$ cat src/fpgc_pkg.sv
/*
  Shared constants and types for the FPGC6 system control block.
  One clock domain. Every board input is asynchronous and goes through the stabilizer.
  The register port answers every request in exactly one cycle and has no back-pressure.
*/
package fpgc_pkg;

    // Stabilizer depth per asynchronous input
    localparam int SYNC_STAGES = 2;

    localparam int GPI_W = 4;
    localparam int GPO_W = 4;
    localparam int SPI_IRQ_N = 4;

    // USB0, USB1, Eth, PS2, Flash
    localparam int ACT_CH = 5;

    // DTR reset pulse length and the counter that times it
    localparam int DTR_PULSE_CYCLES = 8;
    localparam int DTR_CNT_W = $clog2(DTR_PULSE_CYCLES);

    localparam int STRETCH_W = 16;
    localparam logic [STRETCH_W-1:0] LED_STRETCH_DEFAULT = 16'd16;

    localparam int REG_ADDR_W = 2;
    localparam int BUS_DATA_W = 32;

    // Reads back as ASCII "FPGC"
    localparam logic [BUS_DATA_W-1:0] SYSCTL_ID = 32'h4650_4743;

    // Boot LED position in REG_LEDCFG, above the stretch field
    localparam int LEDCFG_BOOT_BIT = 16;

    // Width of the stabilized input struct
    localparam int ASYNC_W = 1 + SPI_IRQ_N + GPI_W + 1;

    typedef enum logic [REG_ADDR_W-1:0] {
        REG_ID     = 2'd0,
        REG_INPUTS = 2'd1,
        REG_GPO    = 2'd2,
        REG_LEDCFG = 2'd3
    } reg_addr_e;

    typedef enum logic {
        BUS_READ  = 1'b0,
        BUS_WRITE = 1'b1
    } bus_op_e;

    typedef struct packed {
        bus_op_e                 op;
        reg_addr_e               addr;
        logic [BUS_DATA_W-1:0]   wdata;
    } bus_req_t;

    typedef struct packed {
        logic                    done;
        logic [BUS_DATA_W-1:0]   rdata;
    } bus_rsp_t;

    // Raw board inputs and their stabilized copies, boot_mode is DIP switch 0
    typedef struct packed {
        logic                    dtr;
        logic [SPI_IRQ_N-1:0]    spi_irq;
        logic [GPI_W-1:0]        gpi;
        logic                    boot_mode;
    } async_in_t;

    // USB chips take an active-high reset, Ethernet an active-low one
    typedef struct packed {
        logic                    usb0_rst;
        logic                    usb1_rst;
        logic                    eth_nrst;
    } ext_reset_t;

    typedef enum logic [1:0] {
        DTR_IDLE,
        DTR_PULSE,
        DTR_WAIT_LOW
    } dtr_state_e;

endpackage

$ cat src/activity_leds.sv
/*
  Activity LEDs that stay lit long enough to be seen.
  An LED lights the cycle after its act bit and stays on for stretch_len
  cycles after act was last seen high. stretch_len of 0 gives the raw activity.
  A new stretch_len applies from the next reload of each channel.
*/
`timescale 1ns/100ps

module activity_leds (
    input  logic                           clk,
    input  logic                           sys_reset,
    input  logic [fpgc_pkg::ACT_CH-1:0]    act,
    input  logic [fpgc_pkg::STRETCH_W-1:0] stretch_len,
    output logic [fpgc_pkg::ACT_CH-1:0]    leds
);
    import fpgc_pkg::*;

    // Activity seen last cycle, one bit per channel
    logic [ACT_CH-1:0]    act_q;
    logic [STRETCH_W-1:0] hold_cnt [ACT_CH];

    always_ff @(posedge clk) begin
        if (sys_reset) begin
            act_q <= '0;
            for (int i = 0; i < ACT_CH; i++) begin
                hold_cnt[i] <= '0;
            end
        end else begin
            act_q <= act;
            for (int i = 0; i < ACT_CH; i++) begin
                if (act[i]) begin
                    hold_cnt[i] <= stretch_len;
                end else if (!act_q[i] && hold_cnt[i] != '0) begin
                    // Count starts once the registered activity has gone
                    hold_cnt[i] <= hold_cnt[i] - 1'b1;
                end
            end
        end
    end

    always_comb begin
        for (int i = 0; i < ACT_CH; i++) begin
            leds[i] = act_q[i] | (hold_cnt[i] != '0);
        end
    end

endmodule

$ cat src/fpgc_sysctl.sv
/*
  FPGC6 board-level system control: input stabilizers, DTR reset,
  CPU register block and status LEDs.
  Stabilizer and reset generator run from board reset. Everything else
  is also cleared by the DTR pulse. A raw DTR rise reaches sys_reset in 3 cycles.
*/
`timescale 1ns/100ps

module fpgc_sysctl (
    input  logic                           clk,
    input  logic                           reset,
    input  fpgc_pkg::async_in_t            raw_in,
    input  logic [fpgc_pkg::ACT_CH-1:0]    act,
    input  logic                           bus_start,
    input  fpgc_pkg::bus_req_t             bus_req,
    output fpgc_pkg::bus_rsp_t             bus_rsp,
    output logic                           sys_reset,
    output fpgc_pkg::ext_reset_t           ext_rst,
    output logic [fpgc_pkg::GPO_W-1:0]     gpo,
    output logic [fpgc_pkg::ACT_CH-1:0]    leds,
    output logic                           led_booted
);
    import fpgc_pkg::*;

    async_in_t            stable;
    logic [STRETCH_W-1:0] stretch_len;

    input_stabilizer u_stabilizer (
        .clk    (clk),
        .reset  (reset),
        .raw_in (raw_in),
        .stable (stable)
    );

    reset_gen u_reset_gen (
        .clk       (clk),
        .reset     (reset),
        .dtr       (stable.dtr),
        .sys_reset (sys_reset),
        .ext_rst   (ext_rst)
    );

    sysctl_regs u_regs (
        .clk         (clk),
        .sys_reset   (sys_reset),
        .bus_start   (bus_start),
        .bus_req     (bus_req),
        .bus_rsp     (bus_rsp),
        .inputs      (stable),
        .gpo         (gpo),
        .led_booted  (led_booted),
        .stretch_len (stretch_len)
    );

    // Channel order USB0, USB1, Eth, PS2, Flash
    activity_leds u_leds (
        .clk         (clk),
        .sys_reset   (sys_reset),
        .act         (act),
        .stretch_len (stretch_len),
        .leds        (leds)
    );

endmodule

$ cat src/input_stabilizer.sv
/*
  Flop chain stabilizer for all asynchronous board inputs.
  Each bit is synchronized on its own, so a multi-bit field such as gpi
  may be seen mid-change for one cycle. Hold inputs steady when reading them.
*/
`timescale 1ns/100ps

module input_stabilizer (
    input  logic                clk,
    input  logic                reset,
    input  fpgc_pkg::async_in_t raw_in,
    output fpgc_pkg::async_in_t stable
);
    import fpgc_pkg::*;

    async_in_t sync_q [SYNC_STAGES];

    always_ff @(posedge clk) begin
        if (reset) begin
            for (int i = 0; i < SYNC_STAGES; i++) begin
                sync_q[i] <= '0;
            end
        end else begin
            // First stage may go metastable, later stages settle it
            sync_q[0] <= raw_in;
            for (int i = 1; i < SYNC_STAGES; i++) begin
                sync_q[i] <= sync_q[i-1];
            end
        end
    end

    assign stable = sync_q[SYNC_STAGES-1];

endmodule

$ cat src/reset_gen.sv
/*
  Turns a rising edge of the stabilized DTR line into a fixed reset pulse.
  A second pulse needs DTR to drop first, so an open serial port resets once.
  Board reset passes through combinationally. Drive this block from board reset only.
*/
`timescale 1ns/100ps

module reset_gen (
    input  logic                 clk,
    input  logic                 reset,
    input  logic                 dtr,
    output logic                 sys_reset,
    output fpgc_pkg::ext_reset_t ext_rst
);
    import fpgc_pkg::*;

    dtr_state_e           state;
    logic [DTR_CNT_W-1:0] pulse_cnt;
    logic                 dtr_rst;

    always_ff @(posedge clk) begin
        if (reset) begin
            state     <= DTR_IDLE;
            pulse_cnt <= '0;
        end else begin
            case (state)
                // DTR has been seen low, so a high level here is a rising edge
                DTR_IDLE: begin
                    pulse_cnt <= '0;
                    if (dtr) begin
                        state <= DTR_PULSE;
                    end
                end
                DTR_PULSE: begin
                    pulse_cnt <= pulse_cnt + 1'b1;
                    if (pulse_cnt == DTR_CNT_W'(DTR_PULSE_CYCLES - 1)) begin
                        state <= DTR_WAIT_LOW;
                    end
                end
                // No re-arm while DTR stays high
                DTR_WAIT_LOW: begin
                    if (!dtr) begin
                        state <= DTR_IDLE;
                    end
                end
                default: begin
                    state <= DTR_IDLE;
                end
            endcase
        end
    end

    assign dtr_rst   = (state == DTR_PULSE);
    assign sys_reset = reset | dtr_rst;

    // External chips follow the combined reset
    assign ext_rst.usb0_rst = sys_reset;
    assign ext_rst.usb1_rst = sys_reset;
    assign ext_rst.eth_nrst = ~sys_reset;

endmodule

$ cat src/sysctl_regs.sv
/*
  CPU-visible system control registers on a start/done bus.
  Every access completes in one cycle, done is high the cycle after bus_start.
  Writes to REG_ID and REG_INPUTS are dropped. Unused read bits are zero.
  Map: 0 ID, 1 stabilized inputs, 2 GPO, 3 LED stretch in 15:0 and boot LED in 16.
*/
`timescale 1ns/100ps

module sysctl_regs (
    input  logic                           clk,
    input  logic                           sys_reset,
    input  logic                           bus_start,
    input  fpgc_pkg::bus_req_t             bus_req,
    output fpgc_pkg::bus_rsp_t             bus_rsp,
    input  fpgc_pkg::async_in_t            inputs,
    output logic [fpgc_pkg::GPO_W-1:0]     gpo,
    output logic                           led_booted,
    output logic [fpgc_pkg::STRETCH_W-1:0] stretch_len
);
    import fpgc_pkg::*;

    logic                  done_q;
    logic [BUS_DATA_W-1:0] rdata_q;
    logic [BUS_DATA_W-1:0] rd_mux;
    logic                  wr_en;

    assign wr_en = bus_start && (bus_req.op == BUS_WRITE);

    // Read value for the addressed register
    always_comb begin
        rd_mux = '0;
        case (bus_req.addr)
            REG_ID: begin
                rd_mux = SYSCTL_ID;
            end
            REG_INPUTS: begin
                rd_mux[ASYNC_W-1:0] = inputs;
            end
            REG_GPO: begin
                rd_mux[GPO_W-1:0] = gpo;
            end
            REG_LEDCFG: begin
                rd_mux[STRETCH_W-1:0]   = stretch_len;
                rd_mux[LEDCFG_BOOT_BIT] = led_booted;
            end
            default: begin
                rd_mux = '0;
            end
        endcase
    end

    // Bus response, done only for the cycle after a start
    always_ff @(posedge clk) begin
        if (sys_reset) begin
            done_q <= 1'b0;
        end else begin
            done_q <= bus_start;
        end
    end

    always_ff @(posedge clk) begin
        if (bus_start) begin
            rdata_q <= rd_mux;
        end
    end

    // Writable registers, updated on the start cycle so they show with done
    always_ff @(posedge clk) begin
        if (sys_reset) begin
            gpo         <= '0;
            led_booted  <= 1'b0;
            stretch_len <= LED_STRETCH_DEFAULT;
        end else if (wr_en) begin
            case (bus_req.addr)
                REG_GPO: begin
                    gpo <= bus_req.wdata[GPO_W-1:0];
                end
                REG_LEDCFG: begin
                    stretch_len <= bus_req.wdata[STRETCH_W-1:0];
                    led_booted  <= bus_req.wdata[LEDCFG_BOOT_BIT];
                end
                default: begin
                    // ID and inputs are read only
                end
            endcase
        end
    end

    assign bus_rsp.done  = done_q;
    assign bus_rsp.rdata = rdata_q;

endmodule

$ cat config.mk
export PLATFORM = sky130hd
export DESIGN_NAME = fpgc_sysctl
export DESIGN_NICKNAME = d
export VERILOG_FILES = /design/src/fpgc_pkg.sv /design/src/activity_leds.sv /design/src/fpgc_sysctl.sv /design/src/input_stabilizer.sv /design/src/reset_gen.sv /design/src/sysctl_regs.sv
export SDC_FILE = /design/constraint.sdc
export NUM_CORES = 1
export LEC_CHECK = 0
export ABC_AREA = 0
export BUFFER_PORTS_ARGS = -buffer_cell sky130_fd_sc_hd__buf_2
export CORE_ASPECT_RATIO = 1.1
export CORE_MARGIN = 10
export CORE_UTILIZATION = 55
export DETAILED_ROUTE_END_ITERATION = 12
export PLACE_DENSITY_LB_ADDON = 0.2
export SLEW_MARGIN = 15
export SYNTH_ARGS = -nofsm -noshare
export SYNTH_HDL_FRONTEND = slang
export SYNTH_SLANG_ARGS = --single-unit
$ cat constraint.sdc
create_clock -name clk -period 3.6 [get_ports clk]
set_input_delay 1.08 -clock clk [delete_from_list [all_inputs] [get_ports clk]]
set_output_delay 1.08 -clock clk [all_outputs]
set_load 0.02 [all_outputs]
==> flow_metrics.env, run 1 <==
export IMPL_r2r_cells=8
export IMPL_grt_max_degree=33
export IMPL_n_antenna_cell=0
export IMPL_portBuffers=74
export IMPL_synthArstFlopShare_pct=0
export IMPL_cts_root_buffer="clkbuf_16"
export IMPL_path_max_fanout=7
export IMPL_hold_violations=0
export IMPL_wire_per_inst_um=19.0
export IMPL_skew_ns=0.0107
export IMPL_dpl_cell_area_um2=8030
export IMPL_post_route_min_period_ns=3.39
export IMPL_total_power_uw=4620
export IMPL_grtUsageTotal_pct=19.8
export IMPL_tightestPinTransition_ns=1.05
export IMPL_routed_wl_um=18600
export IMPL_syn_to_final_growth_pct=14.1
export IMPL_syn_cell_area_um2=7520
export IMPL_maxSlewHeadroom_pct=29.1
export IMPL_coreArea_um2=13300
export IMPL_rr_startpoint="u_leds.hold_cnt[2][0]"
export IMPL_critPathLaunchType="flip-flop"
export IMPL_endpoint="leds[4]"
export IMPL_slowest_stage="or4_1"
export IMPL_drv_slew=0
export IMPL_fmax_ghz=0.295
export IMPL_floorplan_initialDensity_pct=56.4
export IMPL_synth_cell_type_count=58
export IMPL_cts_hold_buf=0
export IMPL_maxCapViolations=0
export IMPL_cts_sinks=150
export IMPL_die_area_um2=18700
export IMPL_setup_viol=0
export IMPL_final_area_um2=8580
export IMPL_cp_data_required_time_ns=2.52
export IMPL_ctsHtreeMaxLevel=4
export IMPL_crit_path_start="u_leds.hold_cnt[4][2]"
export IMPL_fp_row_count=44
export IMPL_path_clk_slew_ns=0.06
export IMPL_max_stage_delay_ns=0.59
export IMPL_path_class="reg2out"
export IMPL_die_w_um=131
export IMPL_drive_above_1_share_pct=17.0
export IMPL_drcViolationCount=0
export IMPL_first_pass_iters=5
export IMPL_reg2reg_to="u_leds.hold_cnt[4][4]"
export IMPL_tns_ns=0
export IMPL_avgViaCountPerCell=5.84
export IMPL_yosys_warnings=0
export IMPL_grt_pass1_vias=5835
export IMPL_synth_edf_count=98
export IMPL_rsz0062_at_grt="false"
export IMPL_die_h_um=143
export IMPL_syn_area_per_cell_um2=10.5
export IMPL_seq_area_frac_synth_pct=53.0
export IMPL_antenna_left=0
export IMPL_tritoncts="done"
export IMPL_clock_path_buffers=2
export IMPL_drtIter0Drc=413
export IMPL_grt_ovfl_total=0
export IMPL_synth_ff_type="edfxtp_1"
export IMPL_nNetsFinal=848
export IMPL_end_kind="primary output"
export IMPL_leakage_uw=0.00325
export IMPL_status="complete, no violations"
export IMPL_crit_arrival_ns=2.31
export IMPL_synth_cells=715
export IMPL_grt_pass1_wl_um=29800
export IMPL_synth_seq_cells=150
export IMPL_fill_cells=1097
export IMPL_cts_buffers_inserted=17
export IMPL_peakVddDrop_uv=379
export IMPL_p_per_area_nw_per_um2=539
export IMPL_crit_chain="or4_1 -> nor3_2 -> nand4b_1 -> buf_2"
export IMPL_dp_hpwl_um=12600
export IMPL_post_route_period_util_pct=94.3
export IMPL_io_pins=100
export IMPL_hp_class="reg2reg"
export IMPL_r2r_slack_ns=0.60
export IMPL_vias=5721
export IMPL_antenna_found_initial=0
export IMPL_routabilityCongestion=0.837
export IMPL_clock_latency_ns=0.43
[kinds of logic (layout without fill, tap and decap cells)]
family / count (synthesis) / in the layout / synth area share, %
AND/OR/NAND/NOR: 270 / 270 / 18.6
other: 1 / 10 / 0.0499
buffers and inverters: 79 / 150 / 4.94
adder cells (fa/ha/maj): 13 / 13 / 2.16
AO/OA/AOI/OAI: 132 / 132 / 13.0
XOR/XNOR: 65 / 65 / 7.57
flip-flops: 150 / 150 / 53.0
multiplexers: 5 / 5 / 0.666
[placed cells by master (no fill, tap or decap), types with 11 or more instances in the layout]
master     Yosys  layout
a211oi_1      46      46
a21oi_1       28      28
a32o_1        15      15
and2_1        11      11
buf_2          3      74
buf_4         17      16
clkbuf_16      0      17
dfxtp_1       52      52
edfxtp_1      98      98
ha_1          13      13
inv_1         28      28
nand2_1       50      50
nor2_1        87      87
nor2b_1       22      22
nor3_1        19      19
o22ai_1       14      14
or3_1         13      13
or4_1         11      11
xnor2_1       33      33
xor2_1        32      32
[through the flow]
step / setup slack [ns] / std cells / hold WS, ns / util [%]
2_1_floorplan: 0.310 / 724 / 0.414 / -
3_3_place_gp: 0.379 / 947 / 0.418 / 60.3
3_5_place_dp: 0.366 / 947 / 0.426 / 60.3
4_1_cts: 0.0963 / 979 / 0.441 / 64.3
5_1_grt: 0.0496 / 979 / 0.461 / 64.4
6_report: 0.207 / 979 / 0.436 / 64.4
[Yosys cell counts, types with 3 or more instances]
master | instances | area share [%]
a211oi_1 | 46 | 4.6
a21oi_1 | 28 | 1.9
a22oi_1 | 10 | 1.0
a32o_1 | 15 | 2.0
and2_1 | 11 | 0.92
and3_1 | 3 | 0.25
buf_2 | 3 | 0.20
buf_4 | 17 | 1.7
clkbuf_1 | 28 | 1.4
dfxtp_1 | 52 | 14
edfxtp_1 | 98 | 39
ha_1 | 13 | 2.2
inv_1 | 28 | 1.4
mux2i_1 | 5 | 0.67
nand2_1 | 50 | 2.5
nand3_1 | 9 | 0.60
nand3b_1 | 6 | 0.60
nand4_1 | 6 | 0.50
nand4b_1 | 5 | 0.58
nor2_1 | 87 | 4.3
nor2b_1 | 22 | 1.8
nor3_1 | 19 | 1.3
nor3b_1 | 3 | 0.30
nor4_1 | 11 | 0.92
o22ai_1 | 14 | 1.2
or3_1 | 13 | 1.1
or4_1 | 11 | 1.1
xnor2_1 | 33 | 3.8
xor2_1 | 32 | 3.7
[routing by layer]
layer / global-route usage (%) / wire (µm) / vias to the layer above
met5: 0 / 0 / -
met4: 10.2 / 642 / 0
met3: 4.48 / 1130 / 49
met2: 32.6 / 9220 / 198
met1: 23.8 / 7600 / 2737
li1: - / - / 2737
[cell type report]
type | count | area (µm²) | share of cell area [%]
Multi-Input combinational cell | 495 | 3230 | 37.6
Clock buffer | 18 | 429 | 5.00
Inverter | 28 | 105 | 1.23
Timing Repair Buffer | 90 | 490 | 5.72
Sequential cell | 150 | 3980 | 46.4
Clock inverter | 14 | 111 | 1.30
Tap cell | 184 | 230 | 2.68
[power by group]
part,internal [µW],switching (µW)
sequential,1990,134
combinational,349,509
clock,900,741
total,3240,1380
[how the worst min path moves through the flow]
stage                                    startpoint                          to  slack [ns]  cells after the start
after floorplan           u_stabilizer.sync_q[0][0]  u_stabilizer.sync_q[0][10]        0.41                      1
after global placement    u_stabilizer.sync_q[0][3]  u_stabilizer.sync_q[0][13]        0.42                      1
after detailed placement  u_stabilizer.sync_q[0][8]  u_stabilizer.sync_q[0][18]        0.43                      1
after CTS                 u_stabilizer.sync_q[0][8]  u_stabilizer.sync_q[0][18]        0.44                      1
after global routing      u_stabilizer.sync_q[0][3]  u_stabilizer.sync_q[0][13]        0.46                      1
final                     u_stabilizer.sync_q[0][3]  u_stabilizer.sync_q[0][13]        0.44                      1
[what timing repair did]
| action | in CTS | in global routing |
|---|---|---|
| hold endpoints to repair | 0 | 0 |
| endpoints found under the setup margin | 0 | 1 |
| resized for setup | 0 | 1 |
| buffers inserted | 0 | 0 |
[worst max-delay path: cells and delay by family (launching register included)]
kind	cells	cell delay, ns
AND/OR/NAND/NOR	3	1.23
flip-flops	1	0.46
buffers and inverters	1	0.21
[sequential cells by signal, summed over array words and instances, names as in the netlist, 2 cells and up]
register               flops
u_leds.act_q               5
u_regs.rdata_q            18
u_stabilizer.sync_q       20
u_reset_gen.pulse_cnt      3
u_regs.stretch_len        16
u_reset_gen.state          2
u_leds.hold_cnt           80
u_regs.gpo                 4
(Power assumes the default switching activity.)
==> inputs of run 2 (changes only) <==
==> constraint.sdc (replaced) <==
create_clock -name clk -period 3.6 [get_ports clk]
set_input_delay 0.18 -clock clk [delete_from_list [all_inputs] [get_ports clk]]
set_output_delay 0.18 -clock clk [all_outputs]
set_load 0.02 [all_outputs]
==> flow_metrics.env, run 2 (synthesis results as in run 1) <==
export IMPL_status="complete, no violations"
export IMPL_grt_ovfl_total=0
export IMPL_crit_arrival_ns=3.45
export IMPL_coreArea_um2=13300
export IMPL_die_area_um2=18700
export IMPL_drtIter0Drc=564
export IMPL_skew_ns=0.0116
export IMPL_r2r_slack_ns=0.33
export IMPL_dp_cells=942
export IMPL_ctsHtreeMaxLevel=4
export IMPL_grtUsageTotal_pct=20.9
export IMPL_cp_data_required_time_ns=3.78
export IMPL_path_clk_slew_ns=0.07
export IMPL_nNetsFinal=867
export IMPL_leakage_uw=0.00333
export IMPL_fp_row_count=44
export IMPL_instances_no_fill=999
export IMPL_cts_root_buffer="clkbuf_16"
export IMPL_largest_reg_flops=80
export IMPL_cts_sinks=150
export IMPL_final_common_cell="edfxtp_1"
export IMPL_min_from="bus_req[4]"
export IMPL_routabilityCongestion=0.814
export IMPL_final_cell_mix="edfxtp_1 (98), nor2_1 (87), buf_2 (74), dfxtp_1 (52), nand2_1 (50)"
export IMPL_tightestPinTransition_ns=0.891
export IMPL_wire_per_inst_um=19.5
export IMPL_maxSlewHeadroom_pct=40.1
export IMPL_drv_slew=0
export IMPL_hold_violations=0
export IMPL_end_kind="flip-flop"
export IMPL_tns_ns=0
export IMPL_path_class="reg2reg"
export IMPL_rsz0062_at_grt="false"
export IMPL_peakVddDrop_uv=320
export IMPL_grt_pass1_wl_um=31200
export IMPL_tritoncts="done"
export IMPL_clock_latency_ns=0.44
export IMPL_crit_path_start="u_leds.hold_cnt[2][1]"
export IMPL_vias=5817
export IMPL_antenna_found_initial=1
export IMPL_portBuffers=74
export IMPL_drcViolationCount=0
export IMPL_critPathLaunchType="flip-flop"
export IMPL_post_route_min_period_ns=3.27
export IMPL_cts_resized=0
export IMPL_hp_class="in2reg"
export IMPL_setup_viol=0
export IMPL_max_stage_delay_ns=0.74
export IMPL_cts_setup_buffers=0
export IMPL_avgViaCountPerCell=5.82
export IMPL_cts_buffers_inserted=17
export IMPL_dp_hpwl_um=12700
export IMPL_regMostFlops="u_leds.hold_cnt"
export IMPL_reg_top3="u_leds.hold_cnt: 80 flops, u_stabilizer.sync_q: 20 flops, u_regs.rdata_q: 18 flops"
export IMPL_slowest_stage="or4_1"
export IMPL_io_pins=100
export IMPL_p_per_area_nw_per_um2=535
export IMPL_clock_path_buffers=2
export IMPL_path_max_fanout=16
export IMPL_post_route_period_util_pct=90.8
export IMPL_floorplan_initialDensity_pct=56.4
export IMPL_antenna_left=0
export IMPL_die_h_um=143
export IMPL_maxCapViolations=0
export IMPL_rr_startpoint="u_leds.hold_cnt[2][1]"
export IMPL_fmax_ghz=0.306
export IMPL_die_w_um=131
export IMPL_syn_to_final_growth_pct=17.2
export IMPL_crit_chain="inv_1 -> ha_1 -> nor4b_1 -> a41oi_1 -> or3_4 -> or4_1 -> a32o_1"
export IMPL_first_pass_iters=5
export IMPL_drive_above_1_share_pct=16.0
export IMPL_grt_max_degree=33
export IMPL_fill_cells=1080
export IMPL_routed_wl_um=19500
export IMPL_grt_pass1_vias=6006
## run 2: worst paths after layout
check	end	depth (start not counted)
worst max-delay path	u_leds.hold_cnt[4][3]	7
worst min-delay path	u_regs.stretch_len[4]	3
worst max register to register	u_leds.hold_cnt[4][3]	7
worst min register to register	u_stabilizer.sync_q[0][13]	1
## run 2: metrics by stage
step	cell area, µm²	utilization, %	power, µW	setup WS (ns)	hold WS [ns]
final	8810	66.1	4710	0.332	0.0238
after global routing	8810	66.1	4920	0.173	0.0219
after CTS	8810	66.1	4730	0.377	0.00485
after detailed placement	7990	60.0	3000	0.405	0.394
after global placement	7990	60.0	2960	0.483	0.394
after floorplan	7550	-	2780	0.863	0.252
## run 2: critical path: cells and delay by family (launching register included)
family	cells	cell delay [ns]
AND/OR/NAND/NOR	3	1.63
AO/OA/AOI/OAI	2	0.62
flip-flops	1	0.42
adder cells (fa/ha/maj)	1	0.25
buffers and inverters	1	0.09
## run 2: cell type report
class	count	area [µm²]	share of cell area [%]
inverter	28	105	1.19
clock inverter	14	134	1.52
clock buffer	18	439	4.99
antenna	1	2.50	0.0284
tap	184	230	2.61
timing repair buffer	109	693	7.87
multi-input combinational	495	3220	36.6
sequential	150	3980	45.2
## run 2: repair_timing
item | 4_1_cts | 5_1_grt
hold buffers | 24 | 0
endpoints found under the hold margin | 27 | 0
endpoints found under the setup margin | 0 | 0
## run 2: report_power, final
part           total (µW)  switching, µW  internal, µW
Sequential           2130            136          1990
Combinational         880            519           361
Clock                1710            775           931
## run 2: layer usage
| layer | routed length, µm | GRT usage, % | vias to the layer above |
|---|---|---|---|
| met3 | 1020 | 4.70 | 43 |
| met2 | 9970 | 36.3 | 187 |
| met1 | 7910 | 24.3 | 2806 |
| li1 | - | - | 2781 |
| met4 | 568 | 9.55 | 0 |
| met5 | 0 | 0 | - |
==> inputs of run 3 (changes only) <==
--- a/config.mk
+++ b/config.mk
@@ -5,7 +5,7 @@
 export SDC_FILE = /design/constraint.sdc
 export NUM_CORES = 1
 export LEC_CHECK = 0
-export ABC_AREA = 0
+export ABC_AREA = 1
 export BUFFER_PORTS_ARGS = -buffer_cell sky130_fd_sc_hd__buf_2
 export CORE_ASPECT_RATIO = 1.1
 export CORE_MARGIN = 10
==> flow_metrics.env, run 3 <==
export IMPL_yosysTopAreaCell="edfxtp_1"
export IMPL_drive_above_1_share_pct=14.1
export IMPL_synth_ff_type="edfxtp_1"
export IMPL_syn_to_final_growth_pct=12.3
export IMPL_synth_top_cells_by_area="edfxtp_1 (34%), nand2_1 (13%), dfxtp_1 (12%)"
export IMPL_syn_area_per_cell_um2=7.57
export IMPL_fill_cells=1414
export IMPL_end_kind="flip-flop"
export IMPL_fmax_ghz=0.369
export IMPL_first_pass_iters=5
export IMPL_p_per_area_nw_per_um2=486
export IMPL_wire_per_inst_um=15.0
export IMPL_post_route_min_period_ns=2.71
export IMPL_die_w_um=140
export IMPL_path_max_fanout=30
export IMPL_nNetsFinal=1282
export IMPL_clock_path_buffers=2
export IMPL_post_route_period_util_pct=75.2
export IMPL_fp_row_count=48
export IMPL_final_cell_mix="nand2_1 (306), inv_1 (192), nor2_1 (141), edfxtp_1 (98), o21ai_0 (80)"
export IMPL_drv_slew=0
export IMPL_crit_arrival_ns=2.90
export IMPL_yosys_warnings=0
export IMPL_avgViaCountPerCell=5.07
export IMPL_cts_buffers_inserted=17
export IMPL_ctsHtreeMaxLevel=4
export IMPL_hold_violations=0
export IMPL_regMostFlops="u_leds.hold_cnt"
export IMPL_routed_wl_um=21400
export IMPL_hp_class="in2reg"
export IMPL_synthArstFlopShare_pct=0
export IMPL_tightestPinTransition_ns=0.842
export IMPL_cts_setup_buffers=0
export IMPL_path_clk_slew_ns=0.07
export IMPL_leakage_uw=0.00481
export IMPL_peakVddDrop_uv=353
export IMPL_dp_hpwl_um=15000
export IMPL_cts_root_buffer="clkbuf_16"
export IMPL_critPathLaunchType="flip-flop"
export IMPL_synth_most_common_cell="nand2_1"
export IMPL_synth_cells=1145
export IMPL_antenna_found_initial=2
export IMPL_grt_pass1_vias=6833
export IMPL_grt_pass1_wl_um=34400
export IMPL_antenna_left=0
export IMPL_skew_ns=0.00789
export IMPL_tns_ns=0
export IMPL_maxSlewHeadroom_pct=43.7
export IMPL_die_h_um=152
export IMPL_cts_sinks=150
export IMPL_floorplan_initialDensity_pct=55.5
export IMPL_path_class="reg2reg"
export IMPL_die_area_um2=21200
export IMPL_io_pins=100
export IMPL_cp_data_required_time_ns=3.80
export IMPL_synth_top_area_share_pct=33.9
export IMPL_maxCapViolations=0
export IMPL_synth_cell_type_count=39
export IMPL_routabilityCongestion=0.879
export IMPL_coreArea_um2=15600
export IMPL_setup_viol=0
export IMPL_seq_area_frac_synth_pct=45.9
export IMPL_final_common_cell="nand2_1"
export IMPL_tritoncts="done"
export IMPL_grt_ovfl_total=0
export IMPL_grt_max_degree=34
export IMPL_drtIter0Drc=577
export IMPL_synth_edf_count=98
export IMPL_largest_reg_flops=80
export IMPL_synth_seq_cells=150
export IMPL_rsz0062_at_grt="false"
export IMPL_grtUsageTotal_pct=20.3
export IMPL_yosys_top_cells_count="nand2_1 (306), inv_1 (192), nor2_1 (141)"
export IMPL_status="complete, no violations"
export IMPL_finish_utilization_pct=62.4
export IMPL_drcViolationCount=0
export IMPL_reg_top3="u_leds.hold_cnt: 80 flops, u_stabilizer.sync_q: 20 flops, u_regs.rdata_q: 18 flops"
export IMPL_portBuffers=74
export IMPL_syn_cell_area_um2=8670
export IMPL_clock_latency_ns=0.44
export IMPL_vias=7255
==> run 3: cell count changes after synthesis, moves of 13 or more <==
cell,change
nor2b_1,-22
o22ai_1,-13
inv_1,+164
o21ai_0,+80
nand3_1,+30
or3_1,-13
xnor2_1,-17
nand2_1,+256
clkbuf_1,-15
a211oi_1,-45
nor2_1,+54
nand2_2,+18
a32o_1,-15
==> run 3: cells by family (layout without fill, tap and decap cells) <==
family	Yosys count	in the layout	synth area share, %
flops	150	150	45.9
other cells	1	11	0.0432
fa+ha+maj	13	13	1.88
buf+inv	252	327	12.9
simple gates	558	558	27.6
compound gates	135	135	8.02
xor+xnor	36	36	3.64
==> run 3: metal layers <==
| metal | vias up | share of wire [%] | track usage, % |
|---|---|---|---|
| li1 | 3681 | - | - |
| met1 | 3339 | 43 | 24.9 |
| met2 | 201 | 47 | 34.1 |
| met3 | 32 | 7.6 | 5.74 |
| met4 | 2 | 1.8 | 6.30 |
| met5 | - | 0.061 | 0 |
==> run 3: final timing paths <==
check	from	end	slack, ns	cells past startpoint
worst max register to register	u_leds.hold_cnt[0][0]	u_leds.hold_cnt[1][14]	0.89	12
worst max-delay path	u_leds.hold_cnt[0][0]	u_leds.hold_cnt[1][14]	0.89	12
worst min-delay path	act[4]	u_leds.act_q[4]	0.01	3
worst min register to register	u_stabilizer.sync_q[0][6]	u_stabilizer.sync_q[0][16]	0.40	2
==> run 3: worst max-delay path, cell delays in order (launching register included) <==
cell and delay [ns]:
edfxtp_1 0.40, inv_1 0.14, ha_1 0.21, nand3_1 0.19, nor2_1 0.15, nand2_1 0.12
nand2_4 0.18, nand2_2 0.08, nor2_4 0.13, nand3_4 0.34, buf_4 0.38, nand2_1 0.10
inv_1 0.04
==> run 3: what timing repair did <==
| action | CTS | global route |
|---|---|---|
| hold buffers | 11 | 0 |
| gates resized for setup | 0 | 0 |
| endpoints found under the hold margin | 11 | 0 |
==> run 3: final cells by class <==
class	count	area, µm²	area share, %
well taps	200	250	2.57
clock buffers	17	425	4.37
flip-flops and latches	150	3980	40.9
multi-input cells	752	3610	37.0
diodes	1	2.50	0.0257
repair buffers	93	541	5.55
clock inverters	15	171	1.76
inverters	202	758	7.79
==> run 3: metrics by stage <==
step	hold WS [ns]	instances	worst slack [ns]	cell area, µm²	power, µW
2_1_floorplan	0.287	1154	1.40	8710	2780
3_3_place_gp	0.379	1386	0.928	9030	2940
3_5_place_dp	0.385	1386	0.900	9030	2960
4_1_cts	0.00392	1429	0.891	9740	4750
5_1_grt	0.0244	1429	0.662	9740	4960
6_report	0.00981	1430	0.892	9740	4740
==> run 3: power by group <==
| group | leakage, µW | switching (µW) | internal, µW |
|---|---|---|---|
| clock network | 0.000294 | 844 | 941 |
| registers | 0.00149 | 126 | 2010 |
| logic | 0.00303 | 539 | 277 |
